--- src/cam_rx_pkg.sv ---
package cam_rx_pkg;

    // ----------------------------------------------------------------------
    // Widths
    // ----------------------------------------------------------------------
    localparam int LANE_W          = 8;
    localparam int WINDOW_W        = 55;   // A 12-bit group at offset 7 ends on bit 54.
    localparam int PIX_W           = 16;
    localparam int ADDR_W          = 9;
    localparam int CODE_W          = 48;   // Four words of the widest format.
    localparam int MAX_LINE_PIXELS = 510;

    typedef logic [LANE_W-1:0]   lvds_byte_t;
    typedef logic [WINDOW_W-1:0] window_t;
    typedef logic [2:0]          bit_offset_t;
    typedef logic [PIX_W-1:0]    pixel_t;
    typedef logic [ADDR_W-1:0]   line_addr_t;
    typedef logic [CODE_W-1:0]   sync_code_t;

    typedef enum logic [1:0] {
        FMT_NONE,
        FMT_8,
        FMT_10,
        FMT_12
    } pixel_format_e;

    // Lane bytes that carry one group of four pixels.
    localparam int GROUP_BYTES_8  = 4;
    localparam int GROUP_BYTES_10 = 5;
    localparam int GROUP_BYTES_12 = 6;

    // ----------------------------------------------------------------------
    // Sync codes, indexed by pixel_format_e
    // ----------------------------------------------------------------------
    // The FMT_NONE entry is never compared. Narrow codes are zero-extended.
    localparam sync_code_t SAV_VALID [4] = '{
        48'h0,
        {16'h0, 8'hFF, 8'h00, 8'h00, 8'h80},
        {8'h0, 10'h3FF, 10'h000, 10'h000, 10'h200},
        {12'hFFF, 12'h000, 12'h000, 12'h800}
    };

    localparam sync_code_t SAV_INVALID [4] = '{
        48'h0,
        {16'h0, 8'hFF, 8'h00, 8'h00, 8'hAB},
        {8'h0, 10'h3FF, 10'h000, 10'h000, 10'h2AC},
        {12'hFFF, 12'h000, 12'h000, 12'hAB0}
    };

    localparam sync_code_t EAV_VALID [4] = '{
        48'h0,
        {16'h0, 8'hFF, 8'h00, 8'h00, 8'h9D},
        {8'h0, 10'h3FF, 10'h000, 10'h000, 10'h274},
        {12'hFFF, 12'h000, 12'h000, 12'h9D0}
    };

    localparam sync_code_t EAV_INVALID [4] = '{
        48'h0,
        {16'h0, 8'hFF, 8'h00, 8'h00, 8'hB6},
        {8'h0, 10'h3FF, 10'h000, 10'h000, 10'h2D8},
        {12'hFFF, 12'h000, 12'h000, 12'hB60}
    };

endpackage

--- src/line_writer.sv ---
`timescale 1ns/100ps

module line_writer (
    input  logic                      camera_clk,
    input  logic                      rst,
    input  logic                      i_pix_strobe,
    input  cam_rx_pkg::pixel_t        i_pix_data,
    input  logic                      i_line_start,
    input  logic                      i_line_end,
    input  logic                      i_hs_fall,
    output logic                      o_wr_en,
    output cam_rx_pkg::line_addr_t    o_wr_addr,
    output cam_rx_pkg::pixel_t        o_wr_data,
    output logic                      o_wr_bank,
    output cam_rx_pkg::line_addr_t    o_line_length,
    output logic                      o_line_valid
);
    import cam_rx_pkg::*;

    line_addr_t next_addr;
    line_addr_t length;
    logic       overflow;
    logic       done;
    logic       room;

    assign room = (next_addr != line_addr_t'(MAX_LINE_PIXELS));

    always_ff @(posedge camera_clk) begin
        if (rst) begin
            o_wr_en       <= 1'b0;
            o_wr_bank     <= 1'b0;
            o_line_length <= '0;
            o_line_valid  <= 1'b0;
            next_addr     <= '0;
            overflow      <= 1'b0;
            done          <= 1'b0;
        end else begin
            o_wr_en <= 1'b0;
            if (i_line_start) begin
                next_addr <= '0;
                overflow  <= 1'b0;
                done      <= 1'b0;
            end else if (i_pix_strobe) begin
                if (room) begin
                    o_wr_en   <= 1'b1;
                    next_addr <= next_addr + line_addr_t'(1);
                end else begin
                    overflow <= 1'b1;   // The rest of the line is dropped.
                end
            end

            if (i_line_end) begin
                done <= 1'b1;
            end

            // -------------------------------------------------------------
            // Publish at the end of hsync
            // -------------------------------------------------------------
            if (i_hs_fall) begin
                done <= 1'b0;
                if (done && !overflow) begin
                    o_line_length <= length;
                    o_line_valid  <= 1'b1;
                    o_wr_bank     <= ~o_wr_bank;
                end else begin
                    o_line_length <= '0;
                    o_line_valid  <= 1'b0;
                end
            end
        end
    end

    always_ff @(posedge camera_clk) begin
        if (i_pix_strobe && room) begin
            o_wr_addr <= next_addr;
            o_wr_data <= i_pix_data;
        end
        if (i_line_end) begin
            length <= next_addr - line_addr_t'(4);   // The EAV words are not pixels.
        end
    end

endmodule

--- config.mk ---
export PLATFORM = sky130hd
export DESIGN_NAME = line_writer
export DESIGN_NICKNAME = d
export VERILOG_FILES = /design/src/cam_rx_pkg.sv /design/src/line_writer.sv
export SDC_FILE = /design/constraint.sdc
export NUM_CORES = 1
export LEC_CHECK = 0
export BUFFER_PORTS_ARGS = -buffer_cell sky130_fd_sc_hd__buf_4
export CAP_MARGIN = 20
export CORE_ASPECT_RATIO = 2
export CORE_MARGIN = 3
export CORE_UTILIZATION = 32
export CTS_CLUSTER_SIZE = 12
export DETAILED_ROUTE_END_ITERATION = 7
export GPL_ROUTABILITY_DRIVEN = 0
export SLEW_MARGIN = 20
export SYNTH_ARGS = -nofsm -noshare
export SYNTH_HDL_FRONTEND = slang
export SYNTH_SLANG_ARGS = --single-unit
--- constraint.sdc ---
create_clock -name camera_clk -period 2.13 [get_ports camera_clk]
set_input_delay 0.426 -clock camera_clk [delete_from_list [all_inputs] [get_ports camera_clk]]
set_output_delay 0.426 -clock camera_clk [all_outputs]
set_load 0.005 [all_outputs]
== After elaboration in Yosys (flattened, before gate mapping) ==
Cells that the tools add are included.

* Register bits after elaboration: 57
* Output and inout bits: 37

* $add $sub $neg: 2
* Reduce and logical (&&, ||, !) cells: 10
* Equal/unequal tests: 1
* Mux-type cells: 5
* Bitwise operators: 3

{| class="wikitable"
|+ Operators by type and width
! kind !! count
|-
| 9-bit by 1-bit adder with 9-bit output (second input constant) || 1
|-
| 9-bit 2-to-1 mux || 1
|-
| 9-bit inequality test (second input constant) || 1
|-
| 9-bit by 3-bit subtractor with 9-bit output (second input constant) || 1
|-
| 2-bit AND reduction || 3
|-
| 1-bit 2-to-1 mux || 4
|-
| 2-bit OR reduction || 2
|-
| 1-bit inverter || 3
|-
| 3-bit OR reduction || 1
|-
| 1-bit logical AND || 2
|-
| 2-bit nonzero test || 1
|-
| 1-bit zero test || 1
|}

== Longest topological paths before layout ==
* Depth in word-level cells: 3
* Gate-level depth with buffers: 6
* Mapped depth without buffers: 6

== Least setup slack after synthesis ==
OpenSTA, ideal clock, no wires.

* Path kind: register -> register
* From: register next_addr[0]
* To: register o_wr_addr[0], enable pin
* Cell stages (with the launch flop): 5
* Setup time: 0.387 ns
* Arrival time: 1.501 ns
* Period minus slack after synthesis: 1.889 ns
* Path slack: 0.241 ns
* Path buffers: 0
* Required time: 1.743 ns
* Cell sequence: dfxtp_1 -> inv_1 -> ha_1 -> nand3_2 -> o21a_1

* Longest elaborated chain between the ends: 2

{| class="wikitable"
|+ Ends and longest elaborated chain
! what !! line !! text
|-
| from (decl) || line_writer.sv:20 || <nowiki>line_addr_t next_addr;</nowiki>
|-
| from (signal assigned) || line_writer.sv:46 || <nowiki>next_addr <= next_addr + line_addr_t'(1);</nowiki>
|-
| 9-bit inequality test || line_writer.sv:26 || <nowiki>assign room = (next_addr != line_addr_t'(MAX_LINE_PIXELS));</nowiki>
|-
| 1-bit logical AND || line_writer.sv:74 || <nowiki>if (i_pix_strobe && room) begin</nowiki>
|-
| to (signal assigned) || line_writer.sv:75 || <nowiki>o_wr_addr <= next_addr;</nowiki>
|-
| to (decl) || line_writer.sv:12 || <nowiki>output cam_rx_pkg::line_addr_t o_wr_addr,</nowiki>
|}

Every way passes these cells.
A chain may end at the register's enable or synchronous reset.

== Final worst setup path ==
* From: register next_addr[0]
* To: register o_wr_data[13], enable pin

* Longest elaborated chain between the ends: 2

{| class="wikitable"
|+ Ends and longest elaborated chain
! what !! line !! text
|-
| 9-bit inequality test || line_writer.sv:26 ||
|-
| 1-bit logical AND || line_writer.sv:74 ||
|-
| to (signal assigned) || line_writer.sv:76 || <nowiki>o_wr_data <= i_pix_data;</nowiki>
|-
| to (decl) || line_writer.sv:13 || <nowiki>output cam_rx_pkg::pixel_t o_wr_data,</nowiki>
|}

Every way passes these cells.

==> summary.txt <==
core area: 6106 um^2
count of different cell masters after synthesis: 30
pin count of the biggest net entering global routing: 17
initial antenna violation count: 0
Post-Synth Adder-Cell Area: 2.459%
EDFF count, synth: 34
fin nets: 232
Post-synth top cells: edfxtp_1, dfxtp_1, nor2_1, a22o_1, inv_1
Vias/cell: 4.400
clock root cell: clkbuf_16
area leader, netlist: edfxtp_1
CP Buf/Inv Count: 2
Routed WL per cell: 13.95 um
Worst-Skew Late Latency: 320 ps
Worst slew margin: 55.27%
cells along the critical path: inv_1, ha_1, nand3_2, o21a_1, buf_4
Post-DP HPWL: 3156 um
Final Setup Violations: 0
outcome: completed
Final Max Slew Viols: 0
Worst EP required: 2130 ps
Crit path max-delay family: flip-flops
register bit count reported by yosys: 57
Setup CP Type: register to register
max cap viols: 0
pwr dens: 967.9 nW/um^2
Boundary Pins: 59
ys flop type: edfxtp_1
routed vias: 1298
post-synthesis net count: 164
Initial DRC Count: 72
Final period util: 81.74%
Hold Buf Count CTS: 0
grt ovf: 0
sequential area share after synthesis: 72.77%
simple-gate portion of the synthesized area: 8.974%
post-cts resize count: 0
Die Ht: 118.8 um
row count: 40
Layout area overhead: 41.86%
die span in x: 62.40 um
filler instances: 584
worst-path fanout max: 16
# clock sinks: 57
clk buf depth: 2
worst slew pin tran: 668.5 ps
Compound-Gate Fraction of Synth Area: 8.666%
Synth top area share: 50.15%
H-tree levels: 3
syn avg cell area: 14.75 um^2
first-pass GRT wire length: 6789 um
Post-Synth XOR/XNOR Area: 5.163%
Initial Utilization: 33.34%
Synth Warn #: 0
most numerous cell in the Yosys netlist: edfxtp_1
post-synthesis async set-or-reset flop share: 0%
Clk pin slew, worst setup/hold paths: 50 ps
Port Buffer Count: 58
CTS buffer count: 9
die footprint: 7413 um^2
Syn Inst Count: 138
post-layout util: 47.30%
achievable clock frequency: 574.4 MHz
vias in the first global route: 1344
CTS tree: built
Worst Skew: 5.646 ps
post-CTS setup buffer count: 0
Peak VDD IR: 0.4834 mV
ANT cells: 0
drt pass-1 iters: 4
final hold violations: 0
crit path DAT: 1750 ps
Overall Power: 2795 uW
largest family of logic cells by synthesized area: simple AND/OR/NAND/NOR gates
Slowest-stage cell, CP: dfxtp_1
# DRC: 0
Final ANT Viol Nets: 0
share of cells above drive strength 1: 36.97%
synthesized cell area: 2036 um^2
crit path capture type: register
leak pwr: 0.001168 uW
unrepaired setup endpoints after global routing: false
setup TNS: 0 ps
CP peak stage delay: 410 ps
overall routing resource usage: 12.43%
final wirelength: 4114 um
CP Launch Type: register
HP Class: input pin to register
Final min period: 1741 ps
synth top area cells: edfxtp_1, dfxtp_1, a22o_1
post-synthesis mux area share: 0%
state kept, by name, summed over array words and instances (netlist names), 9 cells and up:
| name | flops |
|---|---|
| length | 9 |
| o_line_length | 9 |
| o_wr_addr | 9 |
| o_wr_data | 16 |
| next_addr | 9 |
path summary, 6_finish.rpt:
path                                    start  slack, ps             to  cells past startpoint
worst max-delay path             next_addr[0]        390  o_wr_data[13]                      5
worst min-delay path            i_pix_data[7]        280   o_wr_data[7]                      1
worst max register to register   next_addr[0]        390  o_wr_data[13]                      5
worst min register to register   o_line_valid        450   o_line_valid                      1
report_power, final:
part           switching [uW]  internal (uW)
registers                13.5           1210
logic                    52.7           68.8
clock network             448           1010
per-layer routing:
layer / global-route usage [%] / share of wire [%] / vias up
li1: - / - / 646
met1: 10.79 / 33 / 601
met2: 22.41 / 58 / 40
met3: 4.658 / 4.3 / 11
met4: 9.129 / 3.9 / 0
met5: 0 / 0 / -
area by class of cell:
class / instances / area, um^2 / share of cell area, %
Sequential cell: 57 / 1481 / 51.30
Tap cell: 84 / 105.1 / 3.640
Clock buffer: 9 / 225.2 / 7.799
Inverter: 7 / 26.28 / 0.9099
Multi-Input combinational cell: 71 / 514.2 / 17.81
Clock inverter: 7 / 85.08 / 2.946
Timing Repair Buffer: 60 / 450.4 / 15.60
cell usage in the layout, fill, tap and decap left out:
| cell | synthesis | layout |
|---|---|---|
| dfxtp_1 | 23 | 23 |
| clkinvlp_4 | 0 | 1 |
| bufinv_16 | 0 | 2 |
| nand3_2 | 1 | 1 |
| xnor2_1 | 6 | 6 |
| nand4_4 | 1 | 1 |
| buf_4 | 0 | 60 |
| o2111ai_1 | 2 | 2 |
| or2_0 | 1 | 1 |
| o21a_1 | 2 | 2 |
| clkinv_1 | 0 | 2 |
| xor2_1 | 6 | 6 |
| ha_1 | 4 | 4 |
| nand3_1 | 1 | 1 |
| nand3b_1 | 2 | 2 |
| nor2_1 | 14 | 14 |
| a31oi_1 | 1 | 1 |
| and2_1 | 1 | 1 |
| a211oi_2 | 1 | 1 |
| clkinv_2 | 0 | 2 |
| a21oi_1 | 2 | 2 |
| and3_1 | 1 | 1 |
| nand2_1 | 3 | 3 |
| o211ai_1 | 2 | 2 |
| clkbuf_16 | 0 | 9 |
| inv_1 | 7 | 7 |
| o21ai_0 | 1 | 1 |
| and4_1 | 2 | 2 |
| o21ai_2 | 1 | 1 |
| a22o_1 | 9 | 9 |
| nor3_1 | 5 | 5 |
| edfxtp_1 | 34 | 34 |
| or3_1 | 1 | 1 |
| a21o_1 | 1 | 1 |
through the flow:
step / worst slack (ps) / area, um^2 / hold slack (ps) / instances
after floorplan: 241.3 / 2036 / 402.9 / 138
after global placement: 404.9 / 2577 / 436.3 / 279
after detailed placement: 379.2 / 2577 / 442.7 / 279
after CTS: 369.1 / 2888 / 267.5 / 295
after global routing: 240.6 / 2888 / 269.5 / 295
final: 388.9 / 2888 / 283.4 / 295
cells by family (layout without fill, tap and decap cells):
logic type,count (synthesis),after routing
adders and majority gates,4,4
and+or+nand+nor,33,33
DFF,57,57
AOI/OAI and AO/OA,22,22
buffers and inverters,10,83
xor gates and xnor gates,12,12
Note: power is estimated with default switching activity, not from simulation.
