==> config.mk <==
export PLATFORM = sky130hd
export DESIGN_NAME = pixel_unpack
export DESIGN_NICKNAME = d
export VERILOG_FILES = /design/src/cam_rx_pkg.sv /design/src/pixel_unpack.sv
export SDC_FILE = /design/constraint.sdc
export NUM_CORES = 1
export LEC_CHECK = 0
export ABC_AREA = 1
export BUFFER_PORTS_ARGS = -buffer_cell sky130_fd_sc_hd__buf_2
export CAP_MARGIN = 15
export CELL_PAD_IN_SITES_DETAIL_PLACEMENT = 1
export CELL_PAD_IN_SITES_GLOBAL_PLACEMENT = 2
export CORE_UTILIZATION = 34
export CTS_BUF_LIST = sky130_fd_sc_hd__clkbuf_2
export DETAILED_ROUTE_END_ITERATION = 8
export PLACE_DENSITY = 0.87
export SLEW_MARGIN = 20
export SYNTH_ARGS = -nofsm -noshare
export SYNTH_HDL_FRONTEND = slang
export SYNTH_SLANG_ARGS = --single-unit
==> constraint.sdc <==
create_clock -name camera_clk -period 6.05 [get_ports camera_clk]
set_clock_uncertainty 0.1 [all_clocks]
set_input_delay 0.3025 -clock camera_clk [delete_from_list [all_inputs] [get_ports camera_clk]]
set_output_delay 0.3025 -clock camera_clk [all_outputs]
set_load 0.01 [all_outputs]
==> src/cam_rx_pkg.sv <==
package cam_rx_pkg;

    // ----------------------------------------------------------------------
    // Widths
    // ----------------------------------------------------------------------
    localparam int LANE_W          = 8;
    localparam int WINDOW_W        = 55;   // A 12-bit group at offset 7 ends on bit 54.
    localparam int PIX_W           = 16;
    localparam int ADDR_W          = 9;
    localparam int CODE_W          = 48;   // Four words of the widest format.
    localparam int MAX_LINE_PIXELS = 510;

    typedef logic [LANE_W-1:0]   lvds_byte_t;
    typedef logic [WINDOW_W-1:0] window_t;
    typedef logic [2:0]          bit_offset_t;
    typedef logic [PIX_W-1:0]    pixel_t;
    typedef logic [ADDR_W-1:0]   line_addr_t;
    typedef logic [CODE_W-1:0]   sync_code_t;

    typedef enum logic [1:0] {
        FMT_NONE,
        FMT_8,
        FMT_10,
        FMT_12
    } pixel_format_e;

    // Lane bytes that carry one group of four pixels.
    localparam int GROUP_BYTES_8  = 4;
    localparam int GROUP_BYTES_10 = 5;
    localparam int GROUP_BYTES_12 = 6;

    // ----------------------------------------------------------------------
    // Sync codes, indexed by pixel_format_e
    // ----------------------------------------------------------------------
    // The FMT_NONE entry is never compared. Narrow codes are zero-extended.
    localparam sync_code_t SAV_VALID [4] = '{
        48'h0,
        {16'h0, 8'hFF, 8'h00, 8'h00, 8'h80},
        {8'h0, 10'h3FF, 10'h000, 10'h000, 10'h200},
        {12'hFFF, 12'h000, 12'h000, 12'h800}
    };

    localparam sync_code_t SAV_INVALID [4] = '{
        48'h0,
        {16'h0, 8'hFF, 8'h00, 8'h00, 8'hAB},
        {8'h0, 10'h3FF, 10'h000, 10'h000, 10'h2AC},
        {12'hFFF, 12'h000, 12'h000, 12'hAB0}
    };

    localparam sync_code_t EAV_VALID [4] = '{
        48'h0,
        {16'h0, 8'hFF, 8'h00, 8'h00, 8'h9D},
        {8'h0, 10'h3FF, 10'h000, 10'h000, 10'h274},
        {12'hFFF, 12'h000, 12'h000, 12'h9D0}
    };

    localparam sync_code_t EAV_INVALID [4] = '{
        48'h0,
        {16'h0, 8'hFF, 8'h00, 8'h00, 8'hB6},
        {8'h0, 10'h3FF, 10'h000, 10'h000, 10'h2D8},
        {12'hFFF, 12'h000, 12'h000, 12'hB60}
    };

endpackage

==> src/pixel_unpack.sv <==
`timescale 1ns/100ps

module pixel_unpack (
    input  logic                          camera_clk,
    input  logic                          rst,
    input  cam_rx_pkg::window_t           i_window,
    input  logic                          i_hs_rise,
    input  logic                          i_hs_fall,
    input  logic                          i_sav_hit,
    input  cam_rx_pkg::pixel_format_e     i_sav_format,
    input  cam_rx_pkg::bit_offset_t       i_sav_offset,
    input  logic                          i_code_reject,
    output logic                          o_pix_strobe,
    output cam_rx_pkg::pixel_t            o_pix_data,
    output logic                          o_line_start,
    output logic                          o_line_end,
    output cam_rx_pkg::pixel_format_e     o_pixel_format
);
    import cam_rx_pkg::*;

    typedef enum logic [2:0] {
        ST_IDLE,
        ST_SEARCH,
        ST_GATHER,
        ST_UNPACK,
        ST_WAIT_HS
    } state_e;

    state_e      state;
    bit_offset_t offset;
    logic [2:0]  group_bytes;
    logic [2:0]  byte_cnt;
    logic [2:0]  pix_left;
    sync_code_t  group;         // Left-aligned, next pixel on top.
    sync_code_t  last_words;    // Last four words, right-aligned.
    sync_code_t  group_now;
    sync_code_t  code_mask;
    pixel_t      pix_word;
    int unsigned word_w;
    logic        capture;
    logic        eav_match;

    always_comb begin
        word_w    = 2 * group_bytes;
        code_mask = {CODE_W{1'b1}} >> (CODE_W - 4 * word_w);
        group_now = sync_code_t'(i_window >> offset) << (CODE_W - 4 * word_w);
        pix_word  = group[CODE_W-1 -: PIX_W] & pixel_t'({PIX_W{1'b1}} << (PIX_W - word_w));
        capture   = (state == ST_GATHER || state == ST_UNPACK) &&
                    (byte_cnt == group_bytes - 3'd1);
        // Only checked right after a word went out.
        eav_match = o_pix_strobe &&
                    ((last_words & code_mask) == EAV_VALID[o_pixel_format]);
    end

    always_ff @(posedge camera_clk) begin
        if (rst) begin
            state          <= ST_IDLE;
            offset         <= '0;
            group_bytes    <= '0;
            byte_cnt       <= '0;
            pix_left       <= '0;
            o_pix_strobe   <= 1'b0;
            o_line_start   <= 1'b0;
            o_line_end     <= 1'b0;
            o_pixel_format <= FMT_NONE;
        end else begin
            o_pix_strobe <= 1'b0;
            o_line_start <= 1'b0;
            o_line_end   <= 1'b0;
            byte_cnt     <= byte_cnt + 3'd1;

            if (state == ST_UNPACK && pix_left != 3'd0 && !eav_match) begin
                o_pix_strobe <= 1'b1;
                pix_left     <= pix_left - 3'd1;
            end
            if (capture) begin
                byte_cnt <= '0;
                pix_left <= 3'd4;
            end

            case (state)
                ST_IDLE: begin
                    if (i_hs_rise) begin
                        state <= ST_SEARCH;
                    end
                end
                ST_SEARCH: begin
                    if (i_code_reject || i_hs_fall) begin
                        state <= ST_IDLE;
                    end else if (i_sav_hit) begin
                        state          <= ST_GATHER;
                        o_line_start   <= 1'b1;
                        o_pixel_format <= i_sav_format;
                        offset         <= i_sav_offset;
                        byte_cnt       <= '0;
                        pix_left       <= '0;
                        case (i_sav_format)
                            FMT_10:  group_bytes <= 3'(GROUP_BYTES_10);
                            FMT_12:  group_bytes <= 3'(GROUP_BYTES_12);
                            default: group_bytes <= 3'(GROUP_BYTES_8);
                        endcase
                    end
                end
                ST_GATHER: begin
                    if (i_hs_fall) begin
                        state <= ST_IDLE;
                    end else if (capture) begin
                        state <= ST_UNPACK;
                    end
                end
                ST_UNPACK: begin
                    if (i_hs_fall) begin
                        state <= ST_IDLE;
                    end else if (eav_match) begin
                        state      <= ST_WAIT_HS;
                        o_line_end <= 1'b1;
                    end
                end
                ST_WAIT_HS: begin
                    if (i_hs_fall) begin
                        state <= ST_IDLE;
                    end
                end
                default: begin
                    state <= ST_IDLE;
                end
            endcase
        end
    end

    // Group data path.
    always_ff @(posedge camera_clk) begin
        if (state == ST_SEARCH) begin
            last_words <= '0;
        end else if (state == ST_UNPACK && pix_left != 3'd0 && !eav_match) begin
            o_pix_data <= pix_word;
            group      <= group << word_w;
            last_words <= (last_words << word_w) |
                          sync_code_t'(pix_word >> (PIX_W - word_w));
        end
        if (capture) begin
            group <= group_now;
        end
    end

endmodule

Yosys cells after proc, flatten, opt, wreduce, memory -nomap -nowiden. Cells that the tools add are included.

Logic and storage cells: 90. Output and inout port bits: 21. Flip-flop bits (word level): 132. Bits of input ports: 66.

Muxes and demuxes: 28. Shift operators: 7. Order comparisons: 1. Bitwise logic cells: 7. Equal/unequal tests: 14. Reduce and logical (&&, ||, !) cells: 16. Add/subtract/negate cells: 5.

Operator list (count): $mux W48 (5); $bmux W48 S2 (1); $shl A48 B4 Y48 (2); $shr A55 B3 Y48 (1); $mux W3 (17); $and A48 B48 Y48 (1); $eq A48 B48 Y1 (1); $or A48 B48 Y48 (1); $shl A48 B32 Y48 (1); $shr A16 B32 Y48 (1); $shr A48 B32 Y48 const A (1); $shl A16 B32 Y16 const A (1); $and A16 B16 Y16 (1); $pmux W3 S5 (1); $ne A3 B3 Y1 const B (3); $sub A6 B6 Y7 const A (1); $eq A3 B2 Y1 const B (2); $ne A2 B2 Y1 const B (3); $reduce_or A3 Y1 (2); $sub A3 B1 Y3 const B (2); $sub A5 B4 Y6 const A (1); $reduce_and A5 Y1 (1); $eq A2 B2 Y1 const B (2); $logic_and A1 B1 Y1 (4); 16 further kinds (22).

Depth between registers and ports, before layout. Gate-level depths: netlist of run 1.

Depth in word-level cells: 13. Gate-level depth with buffers: 23. Gate-level depth less buffers: 18.

Worst setup path before layout of run 1. Ideal clock, no wire load.

Path kind: reg-to-reg. Start point: register group_bytes[0]. End point: register group[0], enable pin. Slack: 1.793 ns. Cell stages (with the launch flop): 15. Setup time: 0.557 ns. Data required time: 5.393 ns. Arrival time: 3.600 ns. Clock period less this slack: 4.257 ns. Buffers on the path: 6. Path through: dfxtp_1 > buf_4 > inv_2 > buf_2 > buf_1 > buf_2 > ha_1 > inv_1 > ha_1 > xor2_1 > nor3_1 > o21ai_1 > clkbuf_1 > clkbuf_1 > nand2_1.

Word-level cells in the longest chain between the ends: 9. Elaborated cells between the ends (all ways): 13. Classes of those cells: add/sub (2); eq/ne (3); shift (1); bitwise (1); reduce/logical (6).

Ends and longest elaborated chain: start: declaration (line pixel_unpack.sv:31) `logic [2:0] group_bytes;`; start signal: assignment (line pixel_unpack.sv:98) `FMT_10: group_bytes <= 3'(GROUP_BYTES_10);`; start signal: assignment (line pixel_unpack.sv:99) `FMT_12: group_bytes <= 3'(GROUP_BYTES_12);`; start signal: assignment (line pixel_unpack.sv:100) `default: group_bytes <= 3'(GROUP_BYTES_8);`; $sub A6 B6 Y7 (line pixel_unpack.sv:45) `code_mask = {CODE_W{1'b1}} >> (CODE_W - 4 * word_w);`; $shr A48 B32 Y48 (line pixel_unpack.sv:45); $and A48 B48 Y48 (line pixel_unpack.sv:52) `((last_words & code_mask) == EAV_VALID[o_pixel_format]);`; $eq A48 B48 Y1 (line pixel_unpack.sv:52); $logic_and A1 B1 Y1 (line pixel_unpack.sv:51) `eav_match = o_pix_strobe &&`; $logic_not A1 Y1 (line pixel_unpack.sv:135) `end else if (state == ST_UNPACK && pix_left != 3'd0 && !eav_match) begin`; $logic_and A1 B1 Y1 (line pixel_unpack.sv:135); $reduce_bool A2 Y1 (no source line); $reduce_and A2 Y1 (no source line) *; end signal: assignment (line pixel_unpack.sv:137) `group <= group << word_w;`; end signal: assignment (line pixel_unpack.sv:142) `group <= group_now;`; end: declaration (line pixel_unpack.sv:34) `sync_code_t group;`.

Every way passes the cells marked *; elsewhere a longest branch is shown, timed or not. A chain may end at the register's enable or synchronous reset.

Worst setup path after layout of run 1.
Start point: register group_bytes[1]. End point: register group[33], enable pin.

Same word-level chain as after synthesis.

==> metrics.md, run 1 <==
| Metric | Value |
|---|---|
| Worst endpoint required time | `a little over 6000 ps` |
| Setup crit end kind | `flop` |
| # rows | `slightly below 70` |
| Slowest CP cell | `ha_1` |
| Number of max-cap violations | `0` |
| FMAX | `between 0.2 and 0.25 GHz` |
| Most frequent cells in the layout | `716 x nand2_1, 257 x o21ai_0, 165 x nor2_1` |
| Synthesized area | `roughly 0.012 sq mm` |
| Total GRT Usage | `0.2519` |
| Detailed-route DRC error count | `0` |
| Synth top area share | `0.2265` |
| Initial antenna violation count | `1` |
| Post-DP HPWL | `32.78 mm` |
| Pint | `0.001393 W` |
| RSZ-0062 raised after global routing | `false` |
| Status | `complete, no violations` |
| Worst-margin pin slew | `approximately 1100 ps` |
| Postcts setup bufs | `0` |
| IO buf count | `between 80 and 90` |
| Crit path DAT | `4900 ps` |
| Die ar. | `~0.036 sq mm` |
| Critical path class | `reg -> reg` |
| First-pass GRT wire length | `a little over 70 mm` |
| Worst-path cell chain | `buf_4 -> ha_1 -> inv_1 -> ha_1 -> nand2_2 -> nand2_2 -> inv_2 -> nand3_1 -> nand2_1 -> nor2_1 -> nand3_1 -> nor2_2 -> nand2_2 -> nand2_4 -> nand2_2` |
| Crit path largest cell delay | `roughly 770 ps` |
| Finished Core Util | `0.3745` |
| Final Cycle Share | `0.7892` |
| Top cells by area, synth | `nand2_1 23%, edfxtp_1 16%, dfxtp_1 11%` |
| Worst IR drop on VDD | `around 0.12 mV` |
| RePlAce Congestion | `0.8758` |
| Psw | `~0.0009 W` |
| H-tree levels | `4` |
| Final setup violation count | `0` |
| Worst-path maximum fanout | `46` |
| Gr ovfl total | `0` |
| Comb pwr share | `0.303` |
| Worst hold path depth | `3` |
| Switching share of power | `0.3881` |
| Core Region | `between 0.03 and 0.04 sq mm` |
| Placed Area | `roughly 0.012 sq mm` |
| Final min period | `4775 ps` |
| Syn_area_per_cell | `roughly 6 sq um` |
| Die Y | `between 150 and 200 microns` |
| Area leader, netlist | `nand2_1` |
| Post-synthesis sequential area ratio | `0.2763` |
| Final count of pins violating max slew | `0` |
| DR vias | `approximately 14,000` |
| Startpoint type of the worst setup path | `flop` |
| Largest net degree at the start of global routing | `101` |
| Area grow syn2layout | `8.592%` |
| Die W | `roughly 190 microns` |
| Post-synth EDFFs | `64` |
| Detail Route Antenna Nets | `0` |
| Routed len/inst | `around 18 microns` |
| I/O Pins | `87` |
| Worst r2r path cells | `15` |
| Fillers | `around 4,700` |
| Final wirelength | `44.45 mm` |
| Setup TNS | `0 ps` |
| CTS Root Cell | `clkbuf_2` |
| Clk sinks | `roughly 130` |
| Vias per cell | `between 5 and 6` |
| CTS tree | `yes` |
| Reg power frac | `0.430` |
| Slew HR | `0.2627` |
| Commonest register cell after synthesis | `dfxtp_1` |
| Power per cell area | `approximately 180 mW/mm^2` |
| Seq cells post-synth | `about 130` |
| Post-synthesis cell count | `approximately 2,000` |
| Reg clk slew, reported paths | `approximately 220 ps` |
| Final hold vios | `0` |
| Final #Nets | `about 2,100` |
| Unique masters post-synth | `49` |
| Drt pass-1 iters | `7` |
| Starting Density | `0.3448` |
| Cell repeated most along the worst path | `nand2_2` |
| Synth async-reset ratio | `0` |
| Syn nets | `between 2,000 and 2,500` |
| Clk pwr share | `0.268` |
| Vias in the first global route | `roughly 13,000` |
| DRT iter0 DRCs | `1,092` |
| Clock buffer count from CTS | `17` |
| Most common cell after layout, fill and taps aside | `nand2_1` |
| P_leak | `5.703 nW` |
| Worst skew pair latency | `approximately 760 ps` |
| Type of the worst min-delay path | `in -> reg` |
| Post-Layout Inst Area | `about 0.013 sq mm` |
| Share of cells above drive strength 1 | `0.08706` |
| YS warnings | `0` |
| Bufs on Longest Clock Path | `2` |
## stage by stage
stage               hold slack (ps)  setup WS (ps)  power, W  cells
finish                        226.9           1275  0.002277   2466
floorplan                     271.6           1793  0.001457   1991
CTS                           156.2           1311  0.002287   2465
global route                  185.8           1045  0.002418   2466
global placement              342.3           1496  0.001658   2416
detailed placement            359.5           1386  0.001669   2416
## critical path, delay by kind of cell (launching register included)
kind	cells	cell delay (ps)
buffers and inverters	3	480
flip-flops	1	360
AND/OR/NAND/NOR	10	2230
adder cells (fa/ha/maj)	2	1000
## registers in the layout, summed over array words and instances, names as in the netlist
signal	count
group	48
last_words	48
o_pix_data	16
byte_cnt	3
group_bytes	3
offset	3
pix_left	3
state	3
o_pixel_format	2
o_line_end	1
o_line_start	1
o_pix_strobe	1
## logic make-up after synthesis
logic type / count (synthesis) / synth area share
compound gates: 413 / 0.1946
buf+inv: 275 / 0.09308
fa+ha+maj: 15 / 0.01579
flops: 132 / 0.2763
xor+xnor: 4 / 0.002949
simple gates: 1117 / 0.3878
mux: 35 / 0.02948
## final timing paths
| kind | startpoint | to | slack, ps |
|---|---|---|---|
| max reg2reg | group_bytes[1] | group[33] | 1280 |
| min reg2reg | byte_cnt[0] | byte_cnt[0] | 390 |
| min | rst | o_pix_strobe | 230 |
| max | group_bytes[1] | group[33] | 1280 |
## cell type report
class | count | area (sq um) | area share
Sequential cell | 132 | 3289 | 0.2549
Inverter | 138 | 521.8 | 0.04043
Antenna cell | 1 | 2.502 | 0.0001939
Clock buffer | 17 | 85.08 | 0.006594
Multi-Input combinational cell | 1584 | 7507 | 0.5818
Tap cell | 455 | 569.3 | 0.04412
Timing Repair Buffer | 125 | 768.2 | 0.05954
Clock inverter | 14 | 160.2 | 0.01241
## layer usage
metal | part of all wire | vias up | global-route usage
met5 | 0 | - | 0
li1 | - | 6637 | -
met2 | 0.43 | 390 | 0.3784
met4 | 0.012 | 0 | 0.05552
met3 | 0.054 | 40 | 0.03466
met1 | 0.50 | 6451 | 0.3774
## Yosys cell counts (2+ instances only)
master / number
nand3b_1: 2
and2_1: 8
o22ai_1: 21
dfxtp_1: 68
o21ai_1: 11
nand3_1: 149
o32ai_1: 2
a31oi_1: 7
buf_4: 5
o221ai_1: 10
a32o_1: 2
a21oi_1: 46
a22oi_1: 3
o21a_1: 2
nor2_1: 165
buf_1: 27
ha_1: 15
inv_2: 9
nand2_1: 717
or2_2: 7
o211ai_1: 42
nor2_2: 5
nand4_1: 42
xnor2_1: 3
buf_2: 30
or3_1: 2
clkbuf_1: 73
nand2_2: 4
mux2i_1: 35
a211o_1: 2
a21boi_0: 2
buf_6: 2
inv_1: 128
a211oi_1: 2
nor3_1: 10
o21ai_0: 257
edfxtp_1: 64
## timing repair
item                      4_1_cts  5_1_grt
hold endpoints to repair       15        0
gates resized for setup         0        0
hold buffers                   18        0
## power groups by stage
stage | registers [W] | clock network, W | logic, W
after floorplan | 0.000984 | 0 | 0.000474
after CTS | 0.000977 | 0.000626 | 0.000684
after global routing | 0.000981 | 0.000660 | 0.000777
final | 0.000978 | 0.000610 | 0.000689
after detailed placement | 0.000996 | 0 | 0.000673
after global placement | 0.000995 | 0 | 0.000664
Note: power is estimated with default switching activity, not from simulation.
==> inputs of run 2 (changes only) <==
==> constraint.sdc (replaced) <==
create_clock -name camera_clk -period 4.6 [get_ports camera_clk]
set_clock_uncertainty 0.1 [all_clocks]
set_input_delay 0.23 -clock camera_clk [delete_from_list [all_inputs] [get_ports camera_clk]]
set_output_delay 0.23 -clock camera_clk [all_outputs]
set_load 0.01 [all_outputs]
==> metrics.md, run 2 (same netlist as run 1, synthesis figures left out) <==
| Metric | Value |
|---|---|
| Final non-filler cell total | `2,471 (+0.20%)` |
| Final hold vios | `0 (unchanged)` |
| Internal reg-to-reg setup slack | `490 ps (-790 ps)` |
| Fillers | `4,686 (-0.38%)` |
| CP endpoint | `offset[0]` |
| Drt pass-1 iters | `7 (unchanged)` |
| Final count of pins violating max slew | `0 (unchanged)` |
| Detail Route Antenna Nets | `0 (unchanged)` |
| Comb pwr share | `0.302 (about the same)` |
| Bufs on Longest Clock Path | `2 (unchanged)` |
| Gr ovfl total | `0 (unchanged)` |
| Routed len/inst | `18.18 microns (+0.83%)` |
| Placed cell count | `2,419 (+0.12%)` |
| Reg power frac | `0.420 (-0.010)` |
| First-pass GRT wire length | `73.01 mm (+1.7%)` |
| Worst reg2reg path endpoint | `offset[0]` |
| Setup TNS | `0 ps (unchanged)` |
| Slew HR | `0.3877 (+0.1251)` |
| IO buf count | `86 (unchanged)` |
| Total GRT Usage | `0.2549 (+0.003024)` |
| Vias per cell | `5.469 (-0.23%)` |
| Regs by FF count | `group x48, last_words x48, o_pix_data x16` |
| Psw | `0.001165 W (+32%)` |
| Status | `complete, no violations` |
| Startpoint type of the worst setup path | `flop` |
| Number of max-cap violations | `0 (unchanged)` |
| Post-DP HPWL | `33.19 mm (+1.3%)` |
| Power per cell area | `236.1 mW/mm^2 (+34%)` |
| Final #Nets | `2,085 (+0.29%)` |
| DRT iter0 DRCs | `1,333 (+22%)` |
| I/O Pins | `87 (unchanged)` |
| Core Region | `0.03446 sq mm (unchanged)` |
| Postcts setup bufs | `0 (unchanged)` |
| R2r startpoint | `state[0]` |
| Critical path class | `reg -> reg` |
| Worst r2r path cells | `11 (-4)` |
| Worst Path Buf+Inv | `5 (+2)` |
| Die Y | `188.9 microns (unchanged)` |
| Share of cells above drive strength 1 | `0.08834 (+0.001273)` |
| Path length in cells of the critical path | `11 (-4)` |
| Vias in the first global route | `13,074 (+0.58%)` |
| DR vias | `13,514 (-0.030%)` |
| Most common cell after layout, fill and taps aside | `nand2_1` |
| Clk sinks | `132 (unchanged)` |
| Final setup violation count | `0 (unchanged)` |
| Crit path DAT | `4770 ps (-130 ps)` |
| Reg clk slew, reported paths | `230 ps (about the same)` |
| Die ar. | `0.03570 sq mm (unchanged)` |
| Final wirelength | `44.91 mm (+1.0%)` |
| Worst IR drop on VDD | `0.1668 mV (+35%)` |
| Worst-path cell chain | `inv_1 -> nor3_4 -> inv_2 -> nor2_1 -> nand2_1 -> dlygate4sd3_1 -> nor2_2 -> nand2_1 -> dlygate4sd3_1 -> o21ai_0 -> dlygate4sd3_1` |
| Cell repeated most along the worst path | `dlygate4sd3_1` |
| Initial antenna violation count | `1 (unchanged)` |
| Final min period | `4113 ps (-661.4 ps)` |
| Worst endpoint required time | `5260 ps (-920 ps)` |
| Die W | `188.9 microns (unchanged)` |
| H-tree levels | `4 (unchanged)` |
| CP delay by family, top | `buffers and inverters` |
| Most frequent cells in the layout | `716 x nand2_1, 257 x o21ai_0, 165 x nor2_1` |
| # rows | `68 (unchanged)` |
| Footprint of the multi-input gates | `0.007513 sq mm (about the same)` |
| FMAX | `0.2431 GHz (+16%)` |
| RePlAce Congestion | `0.8813 (+0.63%)` |
| Worst skew pair latency | `800 ps (+40 ps)` |
| Area grow syn2layout | `9.497%` |
| RSZ-0062 raised after global routing | `false` |
| Largest net degree at the start of global routing | `125 (+24%)` |
| CTS tree | `yes` |
| Clock buffer count from CTS | `17 (unchanged)` |
| Pint | `0.001906 W (+37%)` |
| Starting Density | `0.3448 (unchanged)` |
| Worst-path maximum fanout | `44 (-4.3%)` |
| Switching share of power | `0.3794 (-0.008720)` |
| Detailed-route DRC error count | `0 (unchanged)` |
| Worst-margin pin slew | `917.4 ps (-184.7 ps)` |
| Crit path largest cell delay | `630 ps (-140 ps)` |
| Setup crit end kind | `flop` |
| Clk pwr share | `0.278 (+0.010)` |
| CTS Root Cell | `clkbuf_2` |
| Type of the worst min-delay path | `in -> reg` |
| Slowest CP cell | `dlygate4sd3_1` |
| Sequential Area | `0.003289 sq mm (unchanged)` |
| P_leak | `5.754 nW (+0.88%)` |
| Final Cycle Share | `0.8942 (+0.1050)` |
| Crit path from | `state[0]` |
## run 2: changes by cell type in the layout (fill, tap and decap cells not counted), sizes merged
cell / before / now
buf: 107 / 110
dlygate4sd3: 18 / 21
clkinv: 5 / 3
bufinv: 3 / 4
clkbuf: 17 / 18
clkinvlp: 2 / 1
## run 2: per-layer routing
metal | global-route usage | vias to the layer above | part of all wire
met1 | 0.3809 | 6487 | 0.51
met4 | 0.05304 | 0 | 0.010
met5 | 0 | - | 0
met2 | 0.3904 | 337 | 0.44
met3 | 0.02873 | 35 | 0.041
li1 | - | 6655 | -
## run 2: worst min path at each step
stage	from	to	slack, ps	cells after the start
after detailed placement	i_sav_offset[2]	offset[2]	340	3
after global routing	rst	o_pix_strobe	30	3
after CTS	rst	o_pix_strobe	60	3
after floorplan	rst	group_bytes[2]	200	1
after global placement	byte_cnt[0]	byte_cnt[0]	350	1
final	rst	o_pix_strobe	100	3
## run 2: area by class of cell
| cell class | instances | area share |
|---|---|---|
| Tap cell | 455 | 0.04375 |
| Sequential cell | 132 | 0.2528 |
| Antenna cell | 1 | 0.0001923 |
| Clock buffer | 18 | 0.006924 |
| Clock inverter | 12 | 0.01375 |
| Multi-Input combinational cell | 1584 | 0.5775 |
| Inverter | 138 | 0.04010 |
| Timing Repair Buffer | 131 | 0.06501 |
## run 2: power by group through the flow
| stage | clock network (W) | logic (W) | registers [W] |
|---|---|---|---|
| CTS | 0.000876 | 0.000915 | 0.00129 |
| floorplan | 0 | 0.000623 | 0.00129 |
| global placement | 0 | 0.000873 | 0.00131 |
| finish | 0.000854 | 0.000927 | 0.00129 |
| global route | 0.000917 | 0.00104 | 0.00129 |
| detailed placement | 0 | 0.000893 | 0.00131 |
## run 2: worst min-delay path, cell delays in order
cell and delay [ps]:
dlygate4sd3_1 510, buf_2 170, nor2_1 60
## run 2: timing repair
action / in CTS / in global routing
gates resized for setup: 0 / 1
hold endpoints to repair: 15 / 0
hold buffers: 21 / 0
setup endpoints to repair: 0 / 3
## run 2: through the flow
stage / setup slack [ps] / utilization / cell area [sq um] / total power, W / hold WS, ps
6_report: 486.5 / 0.3776 / 13010 / 0.003071 / 103.4
5_1_grt: 190.8 / 0.3776 / 13010 / 0.003253 / 31.28
4_1_cts: 265.8 / 0.3773 / 13000 / 0.003079 / 62.88
3_5_place_dp: 707.7 / 0.3634 / 12520 / 0.002205 / 340.7
3_3_place_gp: 778.9 / 0.3634 / 12520 / 0.002183 / 347.4
2_1_floorplan: 342.7 / - / 11880 / 0.001917 / 199.1
